[src/rtl/u1e_pkg.sv]
package u1e_pkg;

   ////////////////////////////////////////////////////////////////////////////
   // bus geometry
   localparam int DW     = 16;   // host bus data
   localparam int AW     = 11;   // byte address
   localparam int SW     = 2;
   localparam int SET_AW = 8;

   // setting register map, 32 bit regs
   localparam logic [SET_AW-1:0] SR_TIME64     = 8'd40;   // hi, lo, ctrl
   localparam logic [SET_AW-1:0] SR_REG_TEST32 = 8'd52;

   // slave numbers, top 4 address bits
   localparam logic [3:0] SLV_MISC     = 4'd0;
   localparam logic [3:0] SLV_READBACK = 4'd7;
   localparam logic [3:0] SLV_SETTINGS = 4'd8;   // 8 and 9, double wide

   // misc block byte offsets
   localparam logic [6:0] REG_LEDS      = 7'd0;
   localparam logic [6:0] REG_CGEN_CTRL = 7'd4;
   localparam logic [6:0] REG_CGEN_ST   = 7'd6;
   localparam logic [6:0] REG_TEST      = 7'd8;
   localparam logic [6:0] REG_COMPAT    = 7'd16;

   localparam logic [7:0]    COMPAT_NUM  = 8'd3;
   localparam logic [DW-1:0] UNMAPPED_RD = 16'hBEEF;

   ////////////////////////////////////////////////////////////////////////////
   // bus types
   typedef union packed {
      struct packed {
         logic [3:0]    slave;
         logic [AW-5:0] offset;
      } slv;
      struct packed {
         logic [2:0] win;        // settings window
         logic [5:0] reg_idx;
         logic       half;       // high half fires the strobe
         logic       byte_bit;
      } sbus;
   } wb_addr_u;

   typedef struct packed {
      wb_addr_u      adr;
      logic [DW-1:0] dat;
      logic [SW-1:0] sel;
      logic          we;
      logic          cyc;
      logic          stb;
   } wb_req_t;

   typedef struct packed {
      logic [DW-1:0] dat;
      logic          ack;
   } wb_rsp_t;

   typedef struct packed {
      logic              stb;
      logic [SET_AW-1:0] addr;
      logic [2*DW-1:0]   data;
   } set_bus_t;

   typedef struct packed {
      logic status;
      logic ld;       // lock detect
      logic refmon;
   } cgen_st_t;

endpackage

[src/rtl/wb_intercon.sv]
`timescale 1ns/1ps

module wb_intercon
  (input  logic             wb_clk,
   input  u1e_pkg::wb_req_t wb_req_i,
   output u1e_pkg::wb_rsp_t wb_rsp_o,
   output u1e_pkg::wb_req_t misc_req_o,
   input  u1e_pkg::wb_rsp_t misc_rsp_i,
   output u1e_pkg::wb_req_t rb_req_o,
   input  u1e_pkg::wb_rsp_t rb_rsp_i,
   output u1e_pkg::wb_req_t set_req_o,
   input  u1e_pkg::wb_rsp_t set_rsp_i
   );

   logic hit_misc;
   logic hit_rb;
   logic hit_set;

   ////////////////////////////////////////////////////////////////////////////
   // slave decode
   assign hit_misc = (wb_req_i.adr.slv.slave == u1e_pkg::SLV_MISC);
   assign hit_rb   = (wb_req_i.adr.slv.slave == u1e_pkg::SLV_READBACK);
   // low decode bit ignored, so 8 and 9 both land here
   assign hit_set  = (wb_req_i.adr.sbus.win == u1e_pkg::SLV_SETTINGS[3:1]);

   // everything but stb fans out unchanged
   always_comb
   begin
      misc_req_o     = wb_req_i;
      rb_req_o       = wb_req_i;
      set_req_o      = wb_req_i;
      misc_req_o.stb = wb_req_i.stb & hit_misc;
      rb_req_o.stb   = wb_req_i.stb & hit_rb;
      set_req_o.stb  = wb_req_i.stb & hit_set;
   end

   ////////////////////////////////////////////////////////////////////////////
   // response mux
   always_comb
   begin
      wb_rsp_o = '0;                // unmapped, never acks
      if (hit_misc)
         wb_rsp_o = misc_rsp_i;
      else if (hit_rb)
         wb_rsp_o = rb_rsp_i;
      else if (hit_set)
         wb_rsp_o = set_rsp_i;
   end

   // an ack only comes back from the one slave that was strobed
   a_one_slave : assert property (@(posedge wb_clk)
      wb_rsp_o.ack |-> $onehot({misc_req_o.stb, rb_req_o.stb, set_req_o.stb}))
      else
         $error("wb_intercon: ack without exactly one slave strobed");

endmodule

[src/rtl/misc_regs.sv]
`timescale 1ns/1ps

module misc_regs
  (input  logic              wb_clk,
   input  logic              wb_rst,
   input  u1e_pkg::wb_req_t  req_i,
   output u1e_pkg::wb_rsp_t  rsp_o,
   input  u1e_pkg::cgen_st_t cgen_st_i,
   output logic [3:0]        debug_led_o,
   output logic              cgen_sync_b_o,
   output logic              cgen_ref_sel_o
   );

   logic [u1e_pkg::DW-1:0] reg_leds;
   logic [u1e_pkg::DW-1:0] reg_cgen_ctrl;
   logic [u1e_pkg::DW-1:0] reg_test;
   logic                   wr_en;

   assign wr_en = req_i.cyc & req_i.stb & req_i.we;

   always_ff @(posedge wb_clk)
   begin
      if (wb_rst)
      begin
         reg_leds      <= '0;
         reg_cgen_ctrl <= 16'h0003;    // sync_b and ref_sel idle high
         reg_test      <= '0;
      end
      else if (wr_en)
      begin
         case (req_i.adr.slv.offset)
            u1e_pkg::REG_LEDS      : reg_leds      <= req_i.dat;
            u1e_pkg::REG_CGEN_CTRL : reg_cgen_ctrl <= req_i.dat;
            u1e_pkg::REG_TEST      : reg_test      <= req_i.dat;
            default                : ;
         endcase
      end
   end

   // leds are active low, upper two are the old run lines
   assign debug_led_o    = ~{2'b00, reg_leds[1:0]};
   assign cgen_sync_b_o  = reg_cgen_ctrl[1];
   assign cgen_ref_sel_o = reg_cgen_ctrl[0];

   ////////////////////////////////////////////////////////////////////////////
   // readback
   always_comb
   begin
      case (req_i.adr.slv.offset)
         u1e_pkg::REG_LEDS      : rsp_o.dat = reg_leds;
         u1e_pkg::REG_CGEN_CTRL : rsp_o.dat = reg_cgen_ctrl;
         u1e_pkg::REG_CGEN_ST   : rsp_o.dat = {13'd0, cgen_st_i};
         u1e_pkg::REG_TEST      : rsp_o.dat = reg_test;
         u1e_pkg::REG_COMPAT    : rsp_o.dat = {8'd0, u1e_pkg::COMPAT_NUM};
         default                : rsp_o.dat = u1e_pkg::UNMAPPED_RD;
      endcase
   end

   assign rsp_o.ack = req_i.cyc & req_i.stb;

endmodule

[src/rtl/settings_bus_16le.sv]
`timescale 1ns/1ps

module settings_bus_16le
  (input  logic              wb_clk,
   input  logic              wb_rst,
   input  u1e_pkg::wb_req_t  req_i,
   output u1e_pkg::wb_rsp_t  rsp_o,
   output u1e_pkg::set_bus_t set_o
   );

   logic                       wr_en;
   logic [u1e_pkg::DW-1:0]     data_lo;    // held until the high half arrives
   logic                       stb_r;
   logic [u1e_pkg::SET_AW-1:0] addr_r;
   logic [2*u1e_pkg::DW-1:0]   data_r;

   assign wr_en = req_i.cyc & req_i.stb & req_i.we;

   always_ff @(posedge wb_clk)
   begin
      if (wr_en && !req_i.adr.sbus.half)
         data_lo <= req_i.dat;
   end

   // high half write fires a one cycle strobe
   always_ff @(posedge wb_clk)
   begin
      if (wb_rst)
         stb_r <= 1'b0;
      else
         stb_r <= wr_en & req_i.adr.sbus.half;
   end

   always_ff @(posedge wb_clk)
   begin
      if (wr_en && req_i.adr.sbus.half)
      begin
         addr_r <= u1e_pkg::SET_AW'(req_i.adr.sbus.reg_idx);
         data_r <= {req_i.dat, data_lo};
      end
   end

   assign set_o = '{stb: stb_r, addr: addr_r, data: data_r};

   assign rsp_o.dat = '0;   // write only
   assign rsp_o.ack = req_i.cyc & req_i.stb;

   a_stb_pulse : assert property (@(posedge wb_clk) disable iff (wb_rst)
      set_o.stb |=> !set_o.stb)
      else
         $error("settings_bus_16le: setting strobe held two cycles");

endmodule

[src/rtl/time_64bit.sv]
`timescale 1ns/1ps

module time_64bit
  (input  logic              wb_clk,
   input  logic              wb_rst,
   input  u1e_pkg::set_bus_t set_i,
   input  logic              pps_i,
   output logic [63:0]       vita_time_o,
   output logic [63:0]       vita_time_pps_o
   );

   logic [31:0] time_hi;
   logic [31:0] time_lo;
   logic        hit_hi, hit_lo, hit_ctrl;
   logic        armed;          // load waits for pps
   logic [1:0]  pps_sync;
   logic        pps_del;
   logic        pps_edge;

   assign hit_hi   = set_i.stb && (set_i.addr == u1e_pkg::SR_TIME64);
   assign hit_lo   = set_i.stb && (set_i.addr == u1e_pkg::SR_TIME64 + 8'd1);
   assign hit_ctrl = set_i.stb && (set_i.addr == u1e_pkg::SR_TIME64 + 8'd2);

   // staging for the next load
   always_ff @(posedge wb_clk)
   begin
      if (hit_hi)
         time_hi <= set_i.data;
      if (hit_lo)
         time_lo <= set_i.data;
   end

   ////////////////////////////////////////////////////////////////////////////
   // pps sync and rising edge
   always_ff @(posedge wb_clk)
   begin
      if (wb_rst)
      begin
         pps_sync <= 2'b00;
         pps_del  <= 1'b0;
      end
      else
      begin
         pps_sync <= {pps_sync[0], pps_i};
         pps_del  <= pps_sync[1];
      end
   end

   assign pps_edge = pps_sync[1] & ~pps_del;

   ////////////////////////////////////////////////////////////////////////////
   // counter, immediate load wins over pps load
   always_ff @(posedge wb_clk)
   begin
      if (wb_rst)
      begin
         vita_time_o <= '0;
         armed       <= 1'b0;
      end
      else if (hit_ctrl && set_i.data[0])
      begin
         vita_time_o <= {time_hi, time_lo};
         armed       <= 1'b0;
      end
      else
      begin
         if (pps_edge && armed)
            vita_time_o <= {time_hi, time_lo};
         else
            vita_time_o <= vita_time_o + 64'd1;
         if (hit_ctrl)
            armed <= 1'b1;
         else if (pps_edge)
            armed <= 1'b0;  // consumed
      end
   end

   always_ff @(posedge wb_clk)
   begin
      if (wb_rst)
         vita_time_pps_o <= '0;
      else if (pps_edge)
         vita_time_pps_o <= vita_time_o;
   end

endmodule

[src/rtl/readback_mux_16le.sv]
`timescale 1ns/1ps

module readback_mux_16le
  (input  logic              wb_clk,
   input  logic              wb_rst,
   input  u1e_pkg::wb_req_t  req_i,
   output u1e_pkg::wb_rsp_t  rsp_o,
   input  u1e_pkg::set_bus_t set_i,
   input  logic [63:0]       vita_time_i,
   input  logic [63:0]       vita_time_pps_i
   );

   logic [2*u1e_pkg::DW-1:0] reg_test32;
   logic [2*u1e_pkg::DW-1:0] word;

   // host scratch register on the settings bus
   always_ff @(posedge wb_clk)
   begin
      if (wb_rst)
         reg_test32 <= '0;
      else if (set_i.stb && (set_i.addr == u1e_pkg::SR_REG_TEST32))
         reg_test32 <= set_i.data;
   end

   ////////////////////////////////////////////////////////////////////////////
   // word select, then half
   always_comb
   begin
      case (req_i.adr.slv.offset[5:2])
         4'd0    : word = vita_time_i[63:32];
         4'd1    : word = vita_time_i[31:0];
         4'd2    : word = vita_time_pps_i[63:32];
         4'd3    : word = vita_time_pps_i[31:0];
         4'd4    : word = reg_test32;
         default : word = '0;
      endcase
   end

   assign rsp_o.dat = req_i.adr.slv.offset[1] ? word[31:16] : word[15:0];
   assign rsp_o.ack = req_i.cyc & req_i.stb;

   a_rd_known : assert property (@(posedge wb_clk) disable iff (wb_rst)
      rsp_o.ack |-> !$isunknown(rsp_o.dat))
      else
         $error("readback_mux_16le: unknown read data on ack");

endmodule

[src/rtl/u1e_core.sv]
`timescale 1ns/1ps

module u1e_core
  (input  logic               wb_clk,
   input  logic               wb_rst,
   input  u1e_pkg::wb_req_t   wb_req_i,
   output u1e_pkg::wb_rsp_t   wb_rsp_o,
   input  u1e_pkg::cgen_st_t  cgen_st_i,
   input  logic               pps_i,
   output logic [3:0]         debug_led_o,
   output logic               cgen_sync_b_o,
   output logic               cgen_ref_sel_o
   );

   u1e_pkg::wb_req_t  misc_req, rb_req, set_req;
   u1e_pkg::wb_rsp_t  misc_rsp, rb_rsp, set_rsp;
   u1e_pkg::set_bus_t set_bus;

   logic [63:0] vita_time, vita_time_pps;

   ////////////////////////////////////////////////////////////////////////////
   // single master decode
   wb_intercon i_intercon
     (.wb_clk     (wb_clk),
      .wb_req_i   (wb_req_i),
      .wb_rsp_o   (wb_rsp_o),
      .misc_req_o (misc_req),
      .misc_rsp_i (misc_rsp),
      .rb_req_o   (rb_req),
      .rb_rsp_i   (rb_rsp),
      .set_req_o  (set_req),
      .set_rsp_i  (set_rsp));

   // slave 0
   misc_regs i_misc_regs
     (.wb_clk         (wb_clk),
      .wb_rst         (wb_rst),
      .req_i          (misc_req),
      .rsp_o          (misc_rsp),
      .cgen_st_i      (cgen_st_i),
      .debug_led_o    (debug_led_o),
      .cgen_sync_b_o  (cgen_sync_b_o),
      .cgen_ref_sel_o (cgen_ref_sel_o));

   // slaves 8 and 9
   settings_bus_16le i_settings_bus
     (.wb_clk (wb_clk),
      .wb_rst (wb_rst),
      .req_i  (set_req),
      .rsp_o  (set_rsp),
      .set_o  (set_bus));

   ////////////////////////////////////////////////////////////////////////////
   // vita time and its readback
   time_64bit i_time_64bit
     (.wb_clk          (wb_clk),
      .wb_rst          (wb_rst),
      .set_i           (set_bus),
      .pps_i           (pps_i),
      .vita_time_o     (vita_time),
      .vita_time_pps_o (vita_time_pps));

   readback_mux_16le i_readback_mux   // slave 7
     (.wb_clk          (wb_clk),
      .wb_rst          (wb_rst),
      .req_i           (rb_req),
      .rsp_o           (rb_rsp),
      .set_i           (set_bus),
      .vita_time_i     (vita_time),
      .vita_time_pps_i (vita_time_pps));

endmodule

[config.mk]
export PLATFORM = sky130hd
export DESIGN_NAME = u1e_core
export DESIGN_NICKNAME = d
export VERILOG_FILES = /design/src/rtl/u1e_pkg.sv /design/src/rtl/wb_intercon.sv /design/src/rtl/misc_regs.sv /design/src/rtl/settings_bus_16le.sv /design/src/rtl/time_64bit.sv /design/src/rtl/readback_mux_16le.sv /design/src/rtl/u1e_core.sv
export SDC_FILE = /design/constraint.sdc
export NUM_CORES = 1
export LEC_CHECK = 0
export ABC_AREA = 1
export BUFFER_PORTS_ARGS = -buffer_cell sky130_fd_sc_hd__buf_2
export CORE_MARGIN = 1
export CORE_UTILIZATION = 29
export CTS_CLUSTER_SIZE = 25
export DETAILED_ROUTE_END_ITERATION = 10
export PLACE_DENSITY = 0.5
export SLEW_MARGIN = 10
export SYNTH_ARGS = -nofsm -noshare
export SYNTH_HDL_FRONTEND = slang
export SYNTH_SLANG_ARGS = --single-unit
[constraint.sdc]
create_clock -name wb_clk -period 7.8 [get_ports wb_clk]
set_input_delay 1.17 -clock wb_clk [delete_from_list [all_inputs] [get_ports wb_clk]]
set_output_delay 1.17 -clock wb_clk [all_outputs]
set_load 0.01 [all_outputs]
==> results of run 1 <==
through the flow:
step | utilization (%) | instances | worst slack (ns) | cell area, µm² | hold WS (ns)
after detailed placement | 31.0 | 2617 | 3.03 | 15900 | 0.397
after CTS | 33.5 | 2687 | 3.02 | 17200 | 0.407
after floorplan | - | 1955 | 3.02 | 15000 | 0.388
after global placement | 31.0 | 2617 | 3.06 | 15900 | 0.400
after global routing | 33.5 | 2687 | 2.85 | 17200 | 0.426
final | 33.5 | 2687 | 2.99 | 17200 | 0.406
synth_stat cells, drive strengths merged, types with 24 or more instances:
cell type    n
clkbuf      51
inv        201
xor2        27
buf         40
nand4       24
a21oi      164
dfxtp      213
o21ai      245
nand2      432
nor2       310
nand3      105
edfxtp     118
cells by family (layout without fill, tap and decap cells):
group / Yosys count / count (layout) / synth area share (%)
simple gates: 881 / 881 / 24.3
compound gates: 420 / 420 / 14.2
flops: 331 / 331 / 51.9
buf+inv: 292 / 344 / 7.85
xor+xnor: 28 / 28 / 1.63
fa+ha+maj: 1 / 1 / 0.0832
other cells: 1 / 2 / 0.0249
final timing paths:
path / start / cells after the start / end / slack, ns
hold reg to reg: i_time_64bit.pps_sync[0] / 2 / i_time_64bit.pps_sync[1] / 0.41
setup reg to reg: i_settings_bus.addr_r[4] / 11 / i_time_64bit.vita_time_o[42] / 4.45
setup / recovery: wb_req_i[24] / 10 / wb_rsp_o[1] / 2.99
hold / removal: i_time_64bit.pps_sync[0] / 2 / i_time_64bit.pps_sync[1] / 0.41
state kept, by name, indices dropped and copies added, names as in the netlist:
| signal | cells |
|---|---|
| i_misc_regs.reg_cgen_ctrl | 16 |
| i_misc_regs.reg_leds | 16 |
| i_misc_regs.reg_test | 16 |
| i_readback_mux.reg_test32 | 32 |
| i_settings_bus.addr_r | 6 |
| i_settings_bus.data_lo | 16 |
| i_settings_bus.data_r | 32 |
| i_settings_bus.stb_r | 1 |
| i_time_64bit.armed | 1 |
| i_time_64bit.pps_del | 1 |
| i_time_64bit.pps_sync | 2 |
| i_time_64bit.time_hi | 32 |
| i_time_64bit.time_lo | 32 |
| i_time_64bit.vita_time_o | 64 |
| i_time_64bit.vita_time_pps_o | 64 |
placed cells by master (no fill, tap or decap), drive strengths merged, types with 3 or more instances in the layout:
master and n:
clkbuf 50, a21oi 164, o22ai 3, nand2 432, dfxtp 213, xor2 27
o211ai 5, nand4 24, bufinv 5, clkinv 13, buf 73, edfxtp 118
nand3 105, nor3 7, inv 202, o21ai 245, nor2 310
power groups by stage:
stage	sequential, µW	combinational [µW]	clock, µW
final	1810	135	1840
after global routing	1810	149	1940
after detailed placement	1850	134	0
after CTS	1810	135	1880
after floorplan	1840	78.6	0
after global placement	1840	132	0
final cells by class:
cell class              instances  area [µm²]  share of cell area (%)
flip-flops and latches        331        7810                    45.4
clock buffers                  50        1020                    5.92
inverters                     201         761                    4.43
repair buffers                 73         408                    2.37
multi-input cells            1332        6090                    35.4
clock inverters                20         249                    1.45
well taps                     680         851                    4.95
metal layers:
layer  routed length, µm  up-vias  global-route usage (%)
li1                    -     6400                       -
met1               23700     6188                    26.9
met2               23100      421                    30.8
met3                3300       71                    2.91
met4                 975        0                    5.04
met5                   0        -                       0
critical path, cell delays in order:
cell and delay [ns]:
buf_2 0.14, nor2_1 0.07, nand2_2 0.66, nor2_1 0.23, nor2_1 0.15, nand4_1 0.56, nand3_1 0.25, nand2_1 0.07
nand2_1 0.16, buf_2 0.17
==> results, run 1 <==
- At the worst endpoint, the required time is 6.63 ns.
- By area the synthesized netlist is led by dfxtp_1 28%, edfxtp_1 24%, nand2_1 10%.
- The die covers approximately 53,000 µm².
- The routed wire length is a little over 50,000 µm.
- Per report_power, the clock group accounts for roughly 50% of the total.
- The layout cell share with drive strength beyond 1 is 8.62%.
- The hold violation count in the final report is 0.
- The static leakage power is ~0.006 µW.
- Summing the sequential cell areas from Yosys gives 51.9% of the chip area.
- In this run the worst path has a maximum fanout of 34.
- The CTS tree is built.
- The die is 230 µm wide.
- Measured against its own limit, the worst slew margin works out to between 20% and 30%.
- In the routed layout, each cell is associated on average with a via count of a little under 5.
- In this run the power density over the cells is around 220 nW/µm².
- The worst-skew pair later-pin latency is 0.56 ns.
- The starting DRC count in detailed routing is 964.
- Setup repair after global routing left no endpoint under its margin.
- On the final layout, the worst clock skew is 0.0329 ns.
- The flow ran to the end, and the final reports show no timing, DRC or antenna violations.
- The remaining antenna violation count is 0.
- Of the total power, registers draw 47.8%.
- The count of unresolved DRC violations after routing is 0.
- In this run the clock root is driven by a clkbuf_16.
- The switching share of power is 22.6%.
- After clock tree synthesis, the repair step resized 0 gates.
- IR analysis of the VDD net gives a maximum drop of ~0.00019 V.
- The number of max-slew violations in the final report is 0.
- The worst setup path is launched from an input port.
- The congestion estimate from routability-driven global placement came to 0.961.
- The first global-routing pass estimated roughly 77,000 µm of wire.
- The core region is 51,300 µm².
- Of all cell types, the one taking the most synthesized area is dfxtp_1.
- The clock-pin slew of the registers on the worst-case setup and hold paths is 0.06 ns.
- The switching power is roughly 860 µW.
- The number of standard cells after synthesis is ~2.0k.
- The proportion of netlist area held by the largest area contributor is 28.4%.
- The tightest min-delay check is of the reg -> reg type.
- The effective utilization at floorplan is 29.3%.
- Counting flops with a built-in enable in the synthesized netlist gives 118.
- The antenna diode count is 0.
- Global routing used 19.2% of the available tracks across all layers.
- The die is between 200 and 250 µm tall.
- The final cycle utilization of the critical path is 61.7%.
- In this run, synthesis produced a sequential element count of 331.
- The total power draw is between 3000 and 4000 µW.
- Combinational cells account for 3.6% of the total power.
- The post-route minimum period is 4.81 ns.
- The port buffer count is 56.
- The number of antenna violations at the first check in global routing is 1.
- The type of the worst setup path is in -> out.
- Of all flip-flops after synthesis, the portion carrying an async set or reset was 0%.
- The via count of the first global-routing pass is approximately 12k.
- The synthesis warning total is 0.
- The internal power contribution is just under 3000 µW.
- The pre-antenna-repair detailed-routing pass consisted of 5 iterations.
- The clock sink count is ~330.
- The layout filler cell count is 5,480.
- The transition at the pin with the smallest max-transition slack is around 1.2 ns.
- The final count of negative-setup-slack endpoints is 0.
- The aggregate global routing overflow is 0.
- The total number of vias is 13.1k.
- The top flip-flop cell by instance count after synthesis is dfxtp_1.
- The area growth from synthesis to layout is 14.3%.
- The total number of H-tree levels is 2.
- The top-level I/O count is between 60 and 70.
- The pin count of the biggest net entering global routing is approximately 130.
- The net count of the finished layout is between 2k and 2.5k.
- The standard-cell row count is 83.
- The critical path endpoint category is an output port.
- The number of buffers created by CTS is 38.
- Max-cap violations in this run came to 0.
- The number of buffers inserted by post-CTS setup repair is 0.
- The maximum buffer depth of the clock tree is 3.
- The number of hold-repair buffers added at the cts stage is 0.
- The HPWL after detailed placement is 35,400 µm.
- The worst path arrival time is 3.64 ns.
- Synthesis instantiated 36 different standard cells from the library.
- After detailed routing, the average wire length per cell comes to about 19 µm.
- The cell area that synthesis handed to floorplanning was 15,000 µm².
- For the final routed database, the setup TNS stands at 0 ns.
- After synthesis, the mean cell area works out to ~7.7 µm².
- Static timing analysis puts the maximum clock frequency at between 200 and 250 MHz.
(Power assumes the default switching activity.)
==> inputs of run 2 (changes only) <==
==> constraint.sdc (replaced) <==
create_clock -name wb_clk -period 5 [get_ports wb_clk]
set_input_delay 0.75 -clock wb_clk [delete_from_list [all_inputs] [get_ports wb_clk]]
set_output_delay 0.75 -clock wb_clk [all_outputs]
set_load 0.01 [all_outputs]
==> results, run 2 (synthesis gave the netlist of run 1 again) <==
- The total cell area at the placement stage is 16,000 µm² (+0.49%).
- For the finished layout, the period the worst path requires is 3.94 ns.
- The signal on the critical path passes through buf_2 -> inv_1 -> nand3_2 -> nor2_4 -> buf_4 -> nor2_1 -> nand4_1 -> nand3_1 -> nand2_1 -> nand2_1 -> buf_2.
- The maximum buffer depth of the clock tree is 3 (unchanged).
- The total number of vias is 13.2k (+0.69%).
- The transition at the pin with the smallest max-transition slack is 1.11 ns (-0.0598 ns).
- The number of antenna violations at the first check in global routing was 3 (+2).
- The port buffer count is 56 (unchanged).
- The number of buffers and inverters on the critical path is 4 (+2).
- The via density per instance is 4.88 (+0.17%).
- The HPWL after detailed placement is 36,500 µm (+3.3%).
- The number of optimization iterations in the first detailed-route pass is 5 (unchanged).
- The number of max-slew violations in the final report is 0 (unchanged).
- The starting DRC count in detailed routing is 941 (-2.4%).
- The worst path arrival time was 3.19 ns (-0.45 ns).
- The global router's overall resource usage is 19.3% (+0.058 points).
- The count of unresolved DRC violations after routing is 0 (unchanged).
- The library cell used as clock root buffer is clkbuf_16.
- The total number of H-tree levels came to 2 (unchanged).
- The area of the die is 52,700 µm² (unchanged).
- Leaving out fill and tap cells, the most frequent cells in the layout are 420 x nand2_1, 289 x nor2_1, 225 x o21ai_0, 213 x dfxtp_1, 195 x inv_1.
- The effective utilization at floorplan is 29.3% (unchanged).
- The aggregate global routing overflow came to 0 (unchanged).
- The worst relative slew slack is 25.8% (+3.9 points).
- The worst clock skew is 0.0196 ns (-0.0133 ns).
- The pin count of the biggest net entering global routing is 78 (-38%).
- Setup repair after global routing left no endpoint under its margin.
- The flow ran to the end, and the final reports show no timing, DRC or antenna violations.
- The number of hold-repair buffers added at the cts stage was 0 (unchanged).
- The worst voltage drop across the vdd grid is 0.000202 V (+6.4%).
- The final non-filler cell total came to 2,701 (+0.52%).
- The hold violation count in the final report is 0 (unchanged).
- The layout filler cell count came to 5,464 (-0.29%).
- The number of nets in the final layout is 2,027 (+0.55%).
- Timing would allow up to 254 MHz.
- The final cycle utilization of the critical path is 78.8%.
- The critical path is of the in -> out type.
- The post-CTS resize count is 0 (unchanged).
- The top-level I/O count was 61 (unchanged).
- The post-detailed-route wirelength per cell is 18.9 µm (-0.33%).
- The number of buffers created by CTS is 40 (+5.3%).
- The worst setup path is captured at an output port.
- In this run the worst hold path is classified as in -> reg.
- The biggest fanout along the worst timing path was 27 (-21%).
- The placer congestion estimate is 0.924 (-3.8%).
- The final count of negative-setup-slack endpoints was 0 (unchanged).
- The standard-cell row count was 83 (unchanged).
- The die width was 230 µm (unchanged).
- The layout cell share with drive strength beyond 1 is 9.16% (+0.54 points).
- The area growth from synthesis to layout is 14.8%.
- The areal power density over the cells was 342 nW/µm² (+55%).
- For this design, the slowest cell found on the critical path is nand4_1.
- The total of max-cap violations is 0 (unchanged).
- The remaining antenna violation count is 0 (unchanged).
- The setup TNS after final layout was 0 ns (unchanged).
- TritonCTS built the clock tree.
- The y dimension of the die is 230 µm (unchanged).
- The largest stage delay on the critical path is 0.55 ns (-0.11 ns).
- The clock-pin slew of the registers on the worst-case setup and hold paths came to 0.05 ns (about the same).
- The largest registers in the layout are i_time_64bit.vita_time_o (64), i_time_64bit.vita_time_pps_o (64).
- The number of buffers inserted by post-CTS setup repair was 0 (unchanged).
- The final non-filler cell area was 17,300 µm² (+0.47%).
- The routed wire length is 51,200 µm (+0.19%).
- The required time of the critical path is 4.25 ns (-2.38 ns).
- The clock sink count is 331 (unchanged).
- The area of the core is 51,300 µm² (unchanged).
- The via count of the first global-routing pass is 12.2k (-0.11%).
- The static leakage power was 0.00614 µW (+1.1%).
- The worst-skew pair later-pin latency was 0.57 ns (about the same).
- The dominant delay contributor by cell family on the critical path is simple AND/OR/NAND/NOR gates.
- The commonest non-fill, non-tap cell in the layout is nand2_1.
- The launching element type of the critical path is an input port.
- The number of placed instances, taps included is 2,626 (+0.34%).
- The global-route wire length before repair is 76,600 µm (about the same).
-- run 2: layout make-up --
cell class / instances / area [µm²] / share of cell area (%)
clock buffer: 53 / 1080 / 6.26
timing repair buffer: 82 / 488 / 2.83
clock inverter: 21 / 185 / 1.07
multi-input combinational: 1332 / 6090 / 35.3
tap: 680 / 851 / 4.93
inverter: 201 / 761 / 4.41
antenna: 1 / 2.50 / 0.0145
sequential: 331 / 7810 / 45.2
-- run 2: stage by stage --
| stage | hold slack (ns) | power (µW) | utilization (%) | setup slack (ns) |
|---|---|---|---|---|
| 4_1_cts | 0.365 | 5950 | 33.6 | 1.07 |
| 3_3_place_gp | 0.401 | 3090 | 31.2 | 1.09 |
| 6_report | 0.397 | 5900 | 33.6 | 1.06 |
| 5_1_grt | 0.395 | 6080 | 33.6 | 0.871 |
| 3_5_place_dp | 0.405 | 3090 | 31.2 | 1.09 |
| 2_1_floorplan | 0.388 | 3000 | - | 0.643 |
-- run 2: worst register-to-register path, cell delays in order, from the launching register on --
cell and delay, ns:
dfxtp_1 0.30, inv_1 0.06, nor2_4 0.07, buf_4 0.51, nand2_1 0.14, nand2_2 0.51, clkinv_2 0.49, buf_4 0.41
o21ai_0 0.47, a21oi_1 0.07
-- run 2: power breakdown --
part	internal (µW)	total (µW)	switching [µW]
clock network	1680	2860	1180
logic	59.7	213	153
registers	2810	2820	16.0
total	4550	5900	1350
-- run 2: per-layer routing --
metal  share of wire, %  GRT usage [%]
met5                  0              0
met4                2.7           6.58
met3                6.1           3.31
met2                 45           30.5
met1                 46           26.5
-- run 2: final timing paths --
check / startpoint / slack (ns) / endpoint / depth (start not counted)
worst min-delay path: pps_i / 0.40 / i_time_64bit.pps_sync[0] / 3
worst max-delay path: wb_req_i[22] / 1.06 / wb_rsp_o[1] / 11
worst max register to register: i_time_64bit.pps_sync[1] / 1.84 / i_time_64bit.vita_time_o[14] / 9
worst min register to register: i_settings_bus.data_lo[5] / 0.41 / i_settings_bus.data_r[5] / 0
==> inputs of run 3 (changes only) <==
--- a/config.mk
+++ b/config.mk
@@ -5,7 +5,7 @@
 export SDC_FILE = /design/constraint.sdc
 export NUM_CORES = 1
 export LEC_CHECK = 0
-export ABC_AREA = 1
+export ABC_AREA = 0
 export BUFFER_PORTS_ARGS = -buffer_cell sky130_fd_sc_hd__buf_2
 export CORE_MARGIN = 1
 export CORE_UTILIZATION = 29
==> constraint.sdc (replaced) <==
create_clock -name wb_clk -period 3.75 [get_ports wb_clk]
set_input_delay 0.5625 -clock wb_clk [delete_from_list [all_inputs] [get_ports wb_clk]]
set_output_delay 0.5625 -clock wb_clk [all_outputs]
set_load 0.01 [all_outputs]
==> results, run 3 <==
- The flow ran to the end, and the final reports show no timing, DRC or antenna violations.
- The pin count of the biggest net entering global routing was 127 (+63%).
- The post-placement setup slack was 0.369 ns (-0.719 ns).
- The hold violation count in the final report is 0 (unchanged).
- In the layout the commonest cells are 334 x nand2_1, 213 x dfxtp_1, 173 x a21oi_1, 118 x edfxtp_1, 66 x o21ai_0.
- The clock sink count is 331 (unchanged).
- The xor and xnor fraction of the mapped netlist area is 1.61% (-0.025 points).
- The total power draw is 7640 µW (+30%).
- The global-route wire length before repair came to 71,800 µm (-6.3%).
- The routed wire length is 48,000 µm (-6.3%).
- The commonest non-fill, non-tap cell in the layout is nand2_1.
- The maximum buffer depth of the clock tree was 3 (unchanged).
- Setup repair after global routing left no endpoint under its margin.
- The number of placed instances, taps included is 2,114 (-19%).
- The area of the core was 47,900 µm² (-6.5%).
- The worst path arrival time is 2.87 ns (-0.32 ns).
- The via count of the first global-routing pass is 11.3k (-7.8%).
- The post-CTS resize count is 0 (unchanged).
- The adder and majority gate portion of the synthesized area was 0.0883% (+0.0050 points).
- The y dimension of the die is 223 µm (-2.9%).
- The via density per instance is 5.47 (+12%).
- The share of the synthesized area in compound gates (AO/OA/AOI/OAI) is 18.7% (+4.6 points).
- The worst setup slack after layout is 0.315 ns (-0.744 ns).
- The number of buffers inserted by post-CTS setup repair is 0 (unchanged).
- The total number of H-tree levels is 2 (unchanged).
- The setup TNS after final layout is 0 ns (unchanged).
- The aggregate global routing overflow is 0 (unchanged).
- The worst voltage drop across the vdd grid came to 0.000326 V (+61%).
- The transition at the pin with the smallest max-transition slack was 0.930 ns (-0.182 ns).
- The fraction of synthesis flops using an asynchronous set or reset pin was 0% (unchanged).
- The final non-filler cell area came to 16,400 µm² (-4.8%).
- The HPWL after detailed placement is 32,300 µm (-11%).
- The dominant combinational cell family by area after synthesis is compound AO/OA/AOI/OAI gates.
- The final count of negative-setup-slack endpoints was 0 (unchanged).
- Counting stages on the worst path, the most repeated cell is buf_4.
- The number of storage elements in the synthesis netlist came to 331 (unchanged).
- The layout cell share with drive strength beyond 1 is 11.5% (+2.3 points).
- The required time of the critical path came to 3.19 ns (-1.06 ns).
- The number of antenna violations at the first check in global routing is 0 (-3).
- The simple-gate share of the synthesized area came to 18.1% (-6.2 points).
- The critical path endpoint category is an output port.
- Traced cell by cell, the critical path runs through buf_2 -> buf_4 -> nor2b_1 -> buf_4 -> a22oi_1 -> o22ai_1 -> a211oi_1 -> o32ai_1 -> buf_4 -> buf_2.
- The antenna diode count came to 0 (-1).
- The type of the worst setup path is in -> out.
- The final critical path takes up 91.6% of the cycle.
- The total cell area at the placement stage was 15,200 µm² (-4.8%).
- The placer congestion estimate is 0.843 (-8.8%).
- The biggest fanout along the worst timing path is 9 (-67%).
- The effective utilization at floorplan was 29.6% (+0.27 points).
- STA classifies the critical path startpoint as an input port.
- The highest clock frequency the design can meet is 291 MHz.
- By count the netlist is led by 334 x nand2_1, 213 x dfxtp_1, 173 x a21oi_1.
- The port buffer count came to 56 (unchanged).
- The total number of vias is 12.0k (-9.3%).
- The netlist area before placement is 14,200 µm² (-5.7%).
- The mean instance size in the synthesized netlist is 9.34 µm² (+21%).
- The clock-pin slew of the registers on the worst-case setup and hold paths is 0.05 ns (about the same).
- Ranked by total cell area, the synthesized netlist is headed by dfxtp_1 30%, edfxtp_1 25%, nand2_1 8.8%.
- The number of max-slew violations in the final report was 0 (unchanged).
- The post-route minimum period is 3.44 ns.
- The largest stage delay on the critical path is 0.57 ns (+0.02 ns).
- The proportion of synthesized chip area in sequential cells is 55.1% (+3.1 points).
- The library cell used as clock root buffer is clkbuf_16.
- The remaining antenna violation count is 0 (unchanged).
- The total of max-cap violations was 0 (unchanged).
- The number of optimization iterations in the first detailed-route pass came to 5 (unchanged).
- The top flip-flop cell by instance count after synthesis is dfxtp_1.
- The path class of the lowest-slack min-delay path is in -> reg.
- The final non-filler cell total was 2,185 (-19%).
- The worst clock skew came to 0.0174 ns (-0.00223 ns).
- The count of unresolved DRC violations after routing is 0 (unchanged).
- The standard-cell row count is 80 (-3.6%).
- The worst relative slew slack is 37.1% (+11 points).
- The areal power density over the cells is 465 nW/µm² (+36%).
- The number of buffers created by CTS was 39 (-2.5%).
- The number of nets in the final layout came to 1,579 (-22%).
- The number of hold-repair buffers added at the cts stage is 0 (unchanged).
- The most common cell in the synthesized netlist is nand2_1.
- The number of distinct library cell variants in the gate-level netlist after synthesis is 62 (+72%).
- The post-synthesis to final-layout area growth is 15.9%.
- The number of standard cells after synthesis came to 1,518 (-22%).
- The CTS tree is built.
- The cell type with the highest aggregate area in the netlist is dfxtp_1.
- The synthesis warning total came to 0 (unchanged).
- The number of synthesized flops with an enable pin is 118 (unchanged).
- The static leakage power was 0.00507 µW (-18%).
- The top-level I/O count was 61 (unchanged).
- The area of the die is 49,800 µm² (-5.6%).
- The proportion of netlist area held by the largest area contributor is 30.1% (+1.7 points).
- The largest registers in the layout are i_time_64bit.vita_time_o (64), i_time_64bit.vita_time_pps_o (64).
- The die width came to 223 µm (-2.9%).
- The critical-path cell with the highest stage delay is a211oi_1.
- The global router's overall resource usage came to 19.0% (-0.26 points).
- The worst-skew pair later-pin latency is 0.53 ns (-0.04 ns).
- The post-detailed-route wirelength per cell was 21.9 µm (+16%).
- The starting DRC count in detailed routing was 939 (-0.21%).
- The share of synthesized area spent on multiplexers is 2.40% (+2.4 points).
[run 3: cell count changes in the layout (fill, tap and decap cells not counted), moves of 28 or more]
cell | before | now
nor2_1 | 289 | 52
nand2_1 | 420 | 334
nand3_1 | 103 | 27
o31ai_1 | 0 | 28
or4_1 | 0 | 32
o21ai_0 | 225 | 66
a211oi_1 | 0 | 33
a31oi_1 | 1 | 32
inv_1 | 195 | 17
[run 3: worst paths after layout]
kind / to / slack (ns) / depth (start not counted) / start
setup / recovery: wb_rsp_o[13] / 0.31 / 10 / wb_req_i[25]
hold / removal: i_time_64bit.pps_sync[0] / 0.25 / 2 / pps_i
setup reg to reg: i_time_64bit.vita_time_o[60] / 0.78 / 6 / i_time_64bit.vita_time_o[25]
hold reg to reg: i_settings_bus.data_r[6] / 0.42 / 0 / i_settings_bus.data_lo[6]
[run 3: report_power, final]
| group | switching [µW] | total [µW] | internal (µW) | leakage, µW |
|---|---|---|---|---|
| Clock | 1480 | 3610 | 2140 | 0.000581 |
| Sequential | 10.8 | 3720 | 3710 | 0.00278 |
| Combinational | 219 | 302 | 83.0 | 0.00171 |
[run 3: logic make-up (layout without fill, tap and decap cells)]
logic type	Yosys count	count (layout)
AOI/OAI and AO/OA	429	429
xor gates and xnor gates	26	26
adders and majority gates	1	1
buffers and inverters	144	195
DFF	331	331
muxes	31	31
other	1	2
and+or+nand+nor	555	555
[run 3: critical path: cells and delay by family]
kind	cells	cell delay [ns]
compound gates	4	1.18
buf+inv	5	1.05
simple gates	1	0.09
[run 3: through the flow]
step | utilization [%] | hold slack [ns]
after global placement | 31.8 | 0.402
after detailed placement | 31.8 | 0.405
after CTS | 34.3 | 0.231
after global routing | 34.3 | 0.245
after floorplan | - | 0.400
final | 34.3 | 0.248
[run 3: final cells by class]
| class | instances | area (µm²) |
|---|---|---|
| inverter | 18 | 67.6 |
| tap | 615 | 769 |
| clock inverter | 17 | 130 |
| sequential | 331 | 7810 |
| fill | 4883 | 31500 |
| timing repair buffer | 106 | 712 |
| multi-input combinational | 1044 | 5870 |
| clock buffer | 54 | 1070 |
[run 3: routing by layer]
layer / global-route usage (%) / routed length, µm
met3: 2.17 / 3090
met1: 27.5 / 22000
met4: 4.65 / 982
met5: 0 / 0
met2: 30.2 / 21900
